File: src/hdl/usb_rx_pkg.sv
`default_nettype none

package usb_rx_pkg;

	// one byte of the incoming stream or of the payload.
	typedef logic [7:0] byte_t;

	// address into the 64-byte receive buffer.
	typedef logic [5:0] buf_addr_t;

	// byte count in the buffer, 0 to 64 inclusive.
	typedef logic [6:0] buf_count_t;

	localparam int unsigned BUF_DEPTH = 64;

	// sync, pid, endpoint, three header bytes and the crc.
	localparam int unsigned MIN_FRAME_LEN = 7;

	typedef enum logic [1:0]
	{
		IDLE,
		RECEIVE,
		VERDICT
	} dec_state_t;

endpackage

`default_nettype wire

File: src/hdl/crc8_atm_calc.sv
`timescale 1ns/1ps
`default_nettype none

module crc8_atm_calc
(
	input  wire                 clk,
	input  wire                 N_RST_DECODER,
	input  wire                 clear,
	input  wire                 en,
	input  usb_rx_pkg::byte_t   d,
	output usb_rx_pkg::byte_t   crc
);

	import usb_rx_pkg::*;

	byte_t crc_next;

	// one bit of the polynomial 07h division, msb first.
	function automatic byte_t crc_step(input byte_t c, input logic b);
		logic fb;
		fb = c[7] ^ b;
		return fb ? ({c[6:0], 1'b0} ^ 8'h07) : {c[6:0], 1'b0};
	endfunction

	always_comb
	begin
		crc_next = crc;
		crc_next = crc_step(crc_next, d[7]);
		crc_next = crc_step(crc_next, d[6]);
		crc_next = crc_step(crc_next, d[5]);
		crc_next = crc_step(crc_next, d[4]);
		crc_next = crc_step(crc_next, d[3]);
		crc_next = crc_step(crc_next, d[2]);
		crc_next = crc_step(crc_next, d[1]);
		crc_next = crc_step(crc_next, d[0]);
	end

	always_ff @(posedge clk or negedge N_RST_DECODER)
	begin
		if (!N_RST_DECODER)
			crc <= '0;
		else if (clear)
			crc <= '0;
		else if (en)
			crc <= crc_next;
	end

endmodule

`default_nettype wire

File: src/hdl/frame_decoder.sv
`timescale 1ns/1ps
`default_nettype none

module frame_decoder
(
	input  wire                 clk,
	input  wire                 N_RST_DECODER,
	input  wire                 in_valid,
	input  usb_rx_pkg::byte_t   in_data,
	input  wire                 buf_full,
	output logic                wr_en,
	output usb_rx_pkg::byte_t   wr_data,
	output logic                commit,
	output logic                rewind,
	output logic                frame_ok,
	output logic                frame_bad
);

	import usb_rx_pkg::*;

	dec_state_t state;
	dec_state_t state_next;

	logic [7:0] byte_cnt;
	logic       accept;
	logic       kept;
	logic       overflow;
	logic       frame_end;
	logic       frame_good;
	logic       verdict_ok;
	logic       crc_clear;
	byte_t      crc;

	// a byte is taken on every valid cycle outside the verdict cycle.
	assign accept = in_valid && (state != VERDICT);

	// the endpoint byte and everything from byte 6 on, crc included.
	assign kept = accept && ((byte_cnt == 8'd2) || (byte_cnt >= 8'd6));

	assign wr_en   = kept;
	assign wr_data = in_data;

	assign frame_end  = (state == RECEIVE) && !in_valid;
	assign frame_good = (crc == 8'h00) && (byte_cnt >= MIN_FRAME_LEN) && !overflow;

	// the buffer acts on these at the edge that closes the first idle cycle.
	assign commit = frame_end && frame_good;
	assign rewind = frame_end && !frame_good;

	assign frame_ok  = (state == VERDICT) && verdict_ok;
	assign frame_bad = (state == VERDICT) && !verdict_ok;

	assign crc_clear = (state == VERDICT);

	always_comb
	begin
		unique case (state)
			IDLE:
				state_next = in_valid ? RECEIVE : IDLE;
			RECEIVE:
				state_next = in_valid ? RECEIVE : VERDICT;
			VERDICT:
				state_next = IDLE;
			default:
				state_next = IDLE;
		endcase
	end

	always_ff @(posedge clk or negedge N_RST_DECODER)
	begin
		if (!N_RST_DECODER)
		begin
			state      <= IDLE;
			byte_cnt   <= '0;
			overflow   <= 1'b0;
			verdict_ok <= 1'b0;
		end
		else
		begin
			state <= state_next;
			if (crc_clear)
			begin
				byte_cnt <= '0;
				overflow <= 1'b0;
			end
			else
			begin
				// saturates so that a very long frame never looks short.
				if (accept && (byte_cnt != 8'hff))
					byte_cnt <= byte_cnt + 8'd1;
				if (kept && buf_full)
					overflow <= 1'b1;
			end
			if (frame_end)
				verdict_ok <= frame_good;
		end
	end

	crc8_atm_calc crc8_atm_calc_i
	(
		.clk           (clk),
		.N_RST_DECODER (N_RST_DECODER),
		.clear         (crc_clear),
		.en            (accept),
		.d             (in_data),
		.crc           (crc)
	);

endmodule

`default_nettype wire

File: src/hdl/rx_frame_buffer.sv
`timescale 1ns/1ps
`default_nettype none

module rx_frame_buffer
(
	input  wire                 clk,
	input  wire                 N_RST_DECODER,
	input  wire                 wr_en,
	input  usb_rx_pkg::byte_t   wr_data,
	input  wire                 commit,
	input  wire                 rewind,
	input  wire                 rd_en,
	output logic                buf_full,
	output logic                avail,
	output usb_rx_pkg::byte_t   rd_data
);

	import usb_rx_pkg::*;

	byte_t mem [BUF_DEPTH];

	buf_addr_t  wr_ptr;
	buf_addr_t  cmt_ptr;
	buf_addr_t  rd_ptr;
	buf_addr_t  cmt_diff;
	buf_count_t count;
	buf_count_t count_base;
	buf_count_t count_next;
	buf_count_t cmt_count;
	logic       wr_acc;
	logic       rd_acc;

	assign buf_full = (count == BUF_DEPTH);
	assign avail    = (rd_ptr != cmt_ptr);

	assign wr_acc = wr_en && !buf_full;
	assign rd_acc = rd_en && avail;

	// the occupancy counts tentative bytes as well as committed ones.
	always_comb
	begin
		cmt_diff  = cmt_ptr - rd_ptr;
		cmt_count = {1'b0, cmt_diff};
		if (rewind)
			count_base = cmt_count;
		else if (commit)
			count_base = count - 7'd1;
		else
			count_base = count;
		count_next = count_base + buf_count_t'(wr_acc) - buf_count_t'(rd_acc);
	end

	always_ff @(posedge clk or negedge N_RST_DECODER)
	begin
		if (!N_RST_DECODER)
		begin
			wr_ptr  <= '0;
			cmt_ptr <= '0;
			rd_ptr  <= '0;
			count   <= '0;
		end
		else
		begin
			// commit leaves the crc byte outside the committed region.
			if (rewind)
				wr_ptr <= cmt_ptr;
			else if (commit)
			begin
				wr_ptr  <= wr_ptr - 6'd1;
				cmt_ptr <= wr_ptr - 6'd1;
			end
			else if (wr_acc)
				wr_ptr <= wr_ptr + 6'd1;
			if (rd_acc)
				rd_ptr <= rd_ptr + 6'd1;
			count <= count_next;
		end
	end

	always_ff @(posedge clk)
	begin
		if (wr_acc)
			mem[wr_ptr] <= wr_data;
		if (rd_acc)
			rd_data <= mem[rd_ptr];
	end

endmodule

`default_nettype wire

File: src/hdl/payload_streamer.sv
`timescale 1ns/1ps
`default_nettype none

module payload_streamer
#(
	parameter int MAX_CREDITS = 8
)
(
	input  wire                 clk,
	input  wire                 N_RST_DECODER,
	input  wire                 credit_return,
	input  wire                 avail,
	input  usb_rx_pkg::byte_t   rd_data,
	output logic                rd_en,
	output usb_rx_pkg::byte_t   q,
	output logic                q_valid
);

	localparam int CW = $clog2(MAX_CREDITS + 1);

	logic [CW-1:0] credits;
	logic [CW-1:0] spent;
	logic [CW-1:0] credits_next;

	// the read issued last cycle is in flight and still holds its credit.
	assign rd_en = avail && (credits > CW'(q_valid));

	// q comes from the buffer's read register, so it lines up with q_valid.
	assign q = rd_data;

	always_comb
	begin
		spent = credits - CW'(q_valid);
		if (credit_return && (spent < CW'(MAX_CREDITS)))
			credits_next = spent + 1'b1;
		else
			credits_next = spent;
	end

	always_ff @(posedge clk or negedge N_RST_DECODER)
	begin
		if (!N_RST_DECODER)
		begin
			credits <= '0;
			q_valid <= 1'b0;
		end
		else
		begin
			credits <= credits_next;
			q_valid <= rd_en;
		end
	end

endmodule

`default_nettype wire

File: src/hdl/usb_rx_subsystem.sv
`timescale 1ns/1ps
`default_nettype none

module usb_rx_subsystem
#(
	parameter int MAX_CREDITS = 8
)
(
	input  wire                 clk,
	input  wire                 N_RST_DECODER,
	input  wire                 in_valid,
	input  usb_rx_pkg::byte_t   in_data,
	input  wire                 credit_return,
	output usb_rx_pkg::byte_t   q,
	output logic                q_valid,
	output logic                frame_ok,
	output logic                frame_bad
);

	import usb_rx_pkg::*;

	logic  wr_en;
	byte_t wr_data;
	logic  commit;
	logic  rewind;
	logic  buf_full;
	logic  avail;
	logic  rd_en;
	byte_t rd_data;

	frame_decoder frame_decoder_i
	(
		.clk           (clk),
		.N_RST_DECODER (N_RST_DECODER),
		.in_valid      (in_valid),
		.in_data       (in_data),
		.buf_full      (buf_full),
		.wr_en         (wr_en),
		.wr_data       (wr_data),
		.commit        (commit),
		.rewind        (rewind),
		.frame_ok      (frame_ok),
		.frame_bad     (frame_bad)
	);

	rx_frame_buffer rx_frame_buffer_i
	(
		.clk           (clk),
		.N_RST_DECODER (N_RST_DECODER),
		.wr_en         (wr_en),
		.wr_data       (wr_data),
		.commit        (commit),
		.rewind        (rewind),
		.rd_en         (rd_en),
		.buf_full      (buf_full),
		.avail         (avail),
		.rd_data       (rd_data)
	);

	payload_streamer
	#(
		.MAX_CREDITS (MAX_CREDITS)
	)
	payload_streamer_i
	(
		.clk           (clk),
		.N_RST_DECODER (N_RST_DECODER),
		.credit_return (credit_return),
		.avail         (avail),
		.rd_data       (rd_data),
		.rd_en         (rd_en),
		.q             (q),
		.q_valid       (q_valid)
	);

endmodule

`default_nettype wire

File: config.mk
export PLATFORM = sky130hd
export DESIGN_NAME = usb_rx_subsystem
export DESIGN_NICKNAME = d
export VERILOG_FILES = /design/src/hdl/usb_rx_pkg.sv /design/src/hdl/crc8_atm_calc.sv /design/src/hdl/frame_decoder.sv /design/src/hdl/rx_frame_buffer.sv /design/src/hdl/payload_streamer.sv /design/src/hdl/usb_rx_subsystem.sv
export SDC_FILE = /design/constraint.sdc
export NUM_CORES = 1
export LEC_CHECK = 0
export BUFFER_PORTS_ARGS = -buffer_cell sky130_fd_sc_hd__buf_2
export CAP_MARGIN = 30
export CORE_ASPECT_RATIO = 0.7
export CORE_MARGIN = 2
export CORE_UTILIZATION = 49
export CTS_CLUSTER_DIAMETER = 100
export DETAILED_ROUTE_END_ITERATION = 16
export PLACE_DENSITY = 0.67
export SYNTH_ARGS = -nofsm -noshare
export SYNTH_HDL_FRONTEND = slang
export SYNTH_SLANG_ARGS = --single-unit
export TNS_END_PERCENT = 1
File: constraint.sdc
create_clock -name clk -period 3.95 [get_ports clk]
set_input_delay 0.1975 -clock clk [delete_from_list [all_inputs] [get_ports clk]]
set_output_delay 0.1975 -clock clk [all_outputs]
set_load 0.02 [all_outputs]
======== Word-level counts from Yosys, hierarchy flattened ========
Memory sizes are Yosys's and may differ from the RTL's. A register that Yosys moved wholly into a read port is not among the register bits.
Index checks and enable logic that the tools add are counted.
word-level totals
  bits in registers ....................... 50
  bits in latches ......................... 0
  memory bits (writable) .................. 512
  bits in read-only memories .............. 0
  input port bits ......................... 12
  memories kept ........................... 1
operators by class
  $add $sub $neg .......................... 10
  multiply operators ...................... 0
  divide/modulo/power cells ............... 0
  order comparisons ....................... 4
  equality and inequality tests ........... 7
  shifts and indexed selects .............. 0
  multiplexer cells ....................... 25
  bitwise operators ....................... 17
  reductions and logical operators ........ 28
memories
  memory                 depth  width  read ports  clocked after memory_dff  write ports  line                   RTL
  rx_frame_buffer_i.mem  64     8      1           1                         1            rx_frame_buffer.sv:20  byte_t mem [BUF_DEPTH];
operators by type and width
  kind                                                 number
  two-way mux 8 bit                                    4
  two-way mux 3 bit                                    8
  inverter 3 bit                                       8
  two-way mux 6 bit                                    3
  >= comparator 8 x 3 -> 1 bit, second input constant  2
  logical AND 1 bit                                    15
  two-way mux 7 bit                                    2
  adder 6 x 1 -> 6 bit, second input constant          2
  adder 8 x 1 -> 8 bit, second input constant          1
  equality test 8 x 2 -> 1 bit, second input constant  1
  logical NOT 8 bit                                    1
  inequality test 8 bit, second input constant         1
  XOR 1 bit                                            8
  adder 7 x 1 -> 7 bit                                 1
  equality test 7 bit, second input constant           1
  subtractor 7 x 1 -> 7 bit                            1
  subtractor 7 x 1 -> 7 bit, second input constant     1
  inequality test 6 bit                                1
  nonzero test 2 bit                                   3
  subtractor 6 x 1 -> 6 bit, second input constant     1
  subtractor 6 bit                                     1
  logical NOT 1 bit                                    5
  two-way mux 1 bit                                    5
  adder 4 x 1 -> 4 bit, second input constant          1
  other kinds (14)                                     14

======== Logic depth before layout (Yosys ltp) ========
  depth after elaboration ................. 18
  depth in mapped cells ................... 16
  depth with buffers taken out ............ 16

======== Modules after synthesis ========
From an unflattened synthesis, not the netlist that was laid out.
second synthesis, totals
  cell total of the unflattened synthesis .. 1353
  area total of the unflattened synthesis .. 23732.8 um^2
modules (own cells, without submodules)
  module            instances  cells an instance  area each (um^2)  sequential area each (um^2)
  rx_frame_buffer   1          1169               21914.8           16240.6
  frame_decoder     1          89                 790.8             300.3
  crc8_atm_calc     1          53                 613.1             200.2
  payload_streamer  1          42                 414.1             125.1

======== Worst setup path after synthesis ========
No wires, ideal clock.
  path type ............................... register to register
  start ................................... reg rx_frame_buffer_i.rd_ptr[1]
  end ..................................... reg rx_frame_buffer_i.count[6]
  library setup time ...................... 0.079 ns
  arrival time ............................ 3.804 ns
  required time ........................... 3.871 ns
  path slack .............................. 0.067 ns
  stages on the path, launching flop included .. 16
  cell sequence ........................... dfrtp_1 clkbuf_1 clkbuf_1 inv_1 ha_1 nand4_1 nor2_1 a21oi_1 ha_1 inv_1 ha_1 fa_1 a21oi_1 o21bai_1 a21oi_1 xor2_1
between the ends
  cells in the longest elaborated chain, start to end .. 4
  elaborated cells between the ends (all ways) .. 7
RTL lines
  what                                 line                    RTL
  start, declared                      rx_frame_buffer.sv:24   buf_addr_t rd_ptr;
  start signal, assigned               rx_frame_buffer.sv:75   rd_ptr <= rd_ptr + 6'd1;
  inequality test 6 bit                rx_frame_buffer.sv:34   assign avail = (rd_ptr != cmt_ptr);
  logical AND 1 bit                    payload_streamer.sv:26  assign rd_en = avail && (credits > CW'(q_valid));
  via payload_streamer_i.rd_en         payload_streamer.sv:14  output logic rd_en,
  logical AND 1 bit                    rx_frame_buffer.sv:37   assign rd_acc = rd_en && avail;
  subtractor 7 x 1 -> 7 bit            rx_frame_buffer.sv:50   count_next = count_base + buf_count_t'(wr_acc) - buf_count_t'(rd_acc);
  via rx_frame_buffer_i.count_next[6]  rx_frame_buffer.sv:28   buf_count_t count_next;
  end signal, assigned                 rx_frame_buffer.sv:76   count <= count_next;
  end, declared                        rx_frame_buffer.sv:26   buf_count_t count;
The timed path passes the listed nets, and every way through them passes these cells.
A chain may end at the register's enable or synchronous reset.

======== Worst setup path after layout ========
  start ................................... reg frame_decoder_i.crc8_atm_calc_i.crc[2]
  end ..................................... reg rx_frame_buffer_i.count[6]
between the ends
  cells in the longest elaborated chain, start to end .. 8
  elaborated cells between the ends (all ways) .. 10
RTL lines
  what                                                    line                                        RTL
  start, declared                                         crc8_atm_calc.sv:11                         output usb_rx_pkg::byte_t crc
  start signal, assigned                                  crc8_atm_calc.sv:45                         crc <= crc_next;
  logical NOT 8 bit (*)                                   frame_decoder.sv:44                         assign frame_good = (crc == 8'h00) && (byte_cnt >= MIN_FRAME_LEN) && !overflow;
  logical AND 1 bit (*) (2 in series)                     frame_decoder.sv:44
  logical AND 1 bit or logical NOT 1 bit (tied branches)  frame_decoder.sv:47, frame_decoder.sv:48
  two-way mux 7 bit or logical AND 1 bit (tied branches)  rx_frame_buffer.sv:46, frame_decoder.sv:48
  two-way mux 7 bit (*)                                   rx_frame_buffer.sv:44                       if (rewind)
  adder 7 x 1 -> 7 bit (*)                                rx_frame_buffer.sv:50
  subtractor 7 x 1 -> 7 bit (*)                           rx_frame_buffer.sv:50
  via rx_frame_buffer_i.count_next[6]                     rx_frame_buffer.sv:28
Mark *: on every way through the listed nets, which the timed path passes. The rest lies on a longest branch.

==> flow_summary.ini <==
[critical_path]
cp.required_ns = 4.45
r2r-end = rx_frame_buffer_i.count[6]
worstSetupPathType = flop to flop
arrival_ns = 3.87
worstPathMaxFanout = 12
rrSetupSlack_ns = 0.58
r2r_start = frame_decoder_i.crc8_atm_calc_i.crc[2]
rr_worst_depth = 13
start_kind = flop
worstSetupEndpointType = flop

[global_routing]
track_usage_pct = 21.39
grt_pass1_vias = 11370
antenna_found_initial = 0
grt_max_degree = 131
grt_pass1_wl_mm = 76.12
overflow = 0

[place]
portBuffers = 22
dpl.hpwl_mm = 31.29
routabilityCongestion = 0.8079
dp_cells = 1804

[job]
cap_viol_max_count = 0

[synth]
synth-edff-count = 520
synthesis.nets = 1210
synth_seq_cells = 570
synthAdderAreaFrac_pct = 1.255
async_flop_share_pct = 8.772
syn_inst = 1176
muxShareOfSynthArea_pct = 16.40
yosysUniqueCellTypes = 48
syn_area_mm2 = 0.02313
synth_compound_area_share_pct = 2.023
yosys.area_share.simple_pct = 4.014
yosys_most_used_dff = edfxtp_1
synth_top_family_by_area = multiplexers
ys_seq_area_share_pct = 72.92
syn_avg_cell_area_um2 = 19.67
synth_xor_area_share_pct = 1.893
ys_warn_count = 0

[routing]
wirelength_mm = 50.65
drt_pass1_iterations = 5
drc = 0
wl_per_cell_um = 26.56
drtIter0Drc = 1239
vias = 11430
vias_per_cell = 5.995
postRouteAntennaNets = 0

[cts]
cts_root_buf = clkbuf_16
cts_tree = built
cts_buffer_depth = 3
htree_levels = 2
clk_pin_slew_worst_paths_ns = 0.06
cts_setup_buffers = 0
cts-buffers-inserted = 53
cts.sinks = 570
insertion_delay_ns = 0.59

[timing]
rsz0062_at_grt = no
setup_viol = 0
fin_crit_sh_pct = 85.29
fmax_mhz = 296.8
slew_viol_final = 0
finClkSkew_ns = 0.02443
period_minus_slack_ns = 3.369
slew_headroom_pct = 39.24
hold_violations = 0
tightest_slew_ns = 0.9080
tns_ns = 0

[floorplanning]
start_util_pct = 49.75
fp.dieH_um = 185.8
row_count = 66
ios = 23
fp.dieW_um = 263.7
die_area_mm2 = 0.04899
core_mm2 = 0.04649

[run_status]
outcome = completed

[finish]
layout_commonest_cell = edfxtp_1
n_fill_cell = 3487
multi_input_area_mm2 = 0.005922
mostFrequentLayoutCells = edfxtp_1 (520), mux4_2 (168), nor2_1 (110), clkbuf_16 (54), dfrtp_1 (48)
drive_above_1_share_pct = 24.48
num_antenna_cells = 0
regArea_mm2 = 0.01687
fin_nets = 1284
area_delta_synth_final_pct = 12.10
fin_util_pct = 55.77
stdcell_count = 1907

[power_and_ir_drop]
p_int_mw = 12.53
p_sw_mw = 5.538
p_per_area_mw_per_mm2 = 696.7
clock_power_share_pct = 28.2
power_frac_seq_pct = 40.1
leakage_nw = 8.457
irDropWorstVdd_uv = 562.6
p_sw_share_pct = 30.65
comb_power_share_pct = 31.7

[min_path]
hold_class = input port to flop
hold_path_startpoint = in_valid
hold_depth = 2
worstHoldEndpoint = frame_decoder_i.crc8_atm_calc_i.crc[7]
## worst max-delay path by stage
stage	cells past startpoint	end	slack, ns	from
floorplan	15	rx_frame_buffer_i.count[6]	0.07	rx_frame_buffer_i.rd_ptr[1]
global placement	13	rx_frame_buffer_i.count[6]	0.62	frame_decoder_i.crc8_atm_calc_i.crc[2]
detailed placement	13	rx_frame_buffer_i.count[6]	0.63	frame_decoder_i.crc8_atm_calc_i.crc[2]
CTS	13	rx_frame_buffer_i.count[6]	0.60	frame_decoder_i.crc8_atm_calc_i.crc[2]
global route	13	rx_frame_buffer_i.count[6]	0.34	frame_decoder_i.crc8_atm_calc_i.crc[2]
finish	13	rx_frame_buffer_i.count[6]	0.58	frame_decoder_i.crc8_atm_calc_i.crc[2]
## cells by family after synthesis
group | after synthesis
simple gates | 209
flops | 570
buf+inv | 80
mux | 169
fa+ha+maj | 22
xor+xnor | 50
compound gates | 76
## timing repair
item | 4_1_cts | 5_1_grt
hold buffers | 3 | 0
gates resized for setup | 0 | 0
hold endpoints to repair | 36 | 0
## layer usage
layer / track usage, % / up-vias / wire, µm
li1: - / 4908 / -
met1: 33.06 / 6065 / 23300
met4: 4.091 / 0 / 758
met3: 3.400 / 61 / 3501
met2: 32.77 / 398 / 23090
met5: 0 / - / 0
## cell type report
type,count,share of cell area (%)
clock buffer,67,5.400
timing repair buffer,73,2.075
multi-input combinational,526,22.84
inverter,26,0.3764
tap,612,2.953
clock inverter,33,1.279
sequential,570,65.08
## synthesized netlist by cell type, drive strengths merged, types with 4 or more instances
cell type | number | area share, %
a21oi | 25 | 0.54
clkbuf | 29 | 0.47
nand2 | 36 | 0.58
nor3 | 8 | 0.19
nand3b | 4 | 0.13
or3 | 9 | 0.24
nor2 | 110 | 1.8
buf | 25 | 0.60
xor2 | 23 | 0.87
inv | 26 | 0.42
nand4 | 5 | 0.14
o21ai | 21 | 0.45
a31oi | 4 | 0.11
xnor2 | 27 | 1.0
a211oi | 6 | 0.19
mux4 | 168 | 16
and3 | 5 | 0.14
nand2b | 4 | 0.11
ha | 20 | 1.1
nand3 | 16 | 0.35
dfrtp | 50 | 5.4
edfxtp | 520 | 68
## worst max-delay path: stages (launching register included)
cell,delay (ns)
dfrtp_1,0.42
nor4_1,0.36
and3_1,0.28
nand2_1,0.25
a211oi_1,0.30
a21oi_1,0.07
ha_1,0.28
inv_1,0.04
ha_1,0.20
fa_1,0.47
a21oi_1,0.19
o21bai_1,0.09
a21oi_1,0.17
xor2_1,0.15
## state kept, by name (all words and copies together), names as in the netlist
register / count
rx_frame_buffer_i.count: 7
frame_decoder_i.byte_cnt: 8
frame_decoder_i.crc8_atm_calc_i.crc: 8
payload_streamer_i.q_valid: 1
rx_frame_buffer_i.mem: 512
rx_frame_buffer_i.rd_data: 8
rx_frame_buffer_i.wr_ptr: 6
rx_frame_buffer_i.rd_ptr: 6
frame_decoder_i.verdict_ok: 1
rx_frame_buffer_i.cmt_ptr: 6
frame_decoder_i.state: 2
payload_streamer_i.credits: 4
frame_decoder_i.overflow: 1
## power by group through the flow
stage | registers, mW | logic, mW | clock network (mW)
6_report | 7.25 | 5.72 | 5.10
5_1_grt | 7.29 | 6.16 | 5.41
4_1_cts | 7.24 | 5.80 | 5.19
3_5_place_dp | 7.37 | 5.78 | 0
3_3_place_gp | 7.36 | 5.73 | 0
2_1_floorplan | 7.30 | 4.10 | 0
## per-stage QoR
stage	cell area (µm²)	power [mW]	setup slack, ns	hold slack, ns
floorplan	23130	11.40	0.06677	-0.09809
global placement	24170	13.08	0.6231	0.2622
detailed placement	24170	13.15	0.6283	0.2684
CTS	25930	18.23	0.6040	0.001941
global route	25930	18.86	0.3429	0.03543
finish	25930	18.07	0.5811	0.01443
Power figures use the tool's default switching activity.
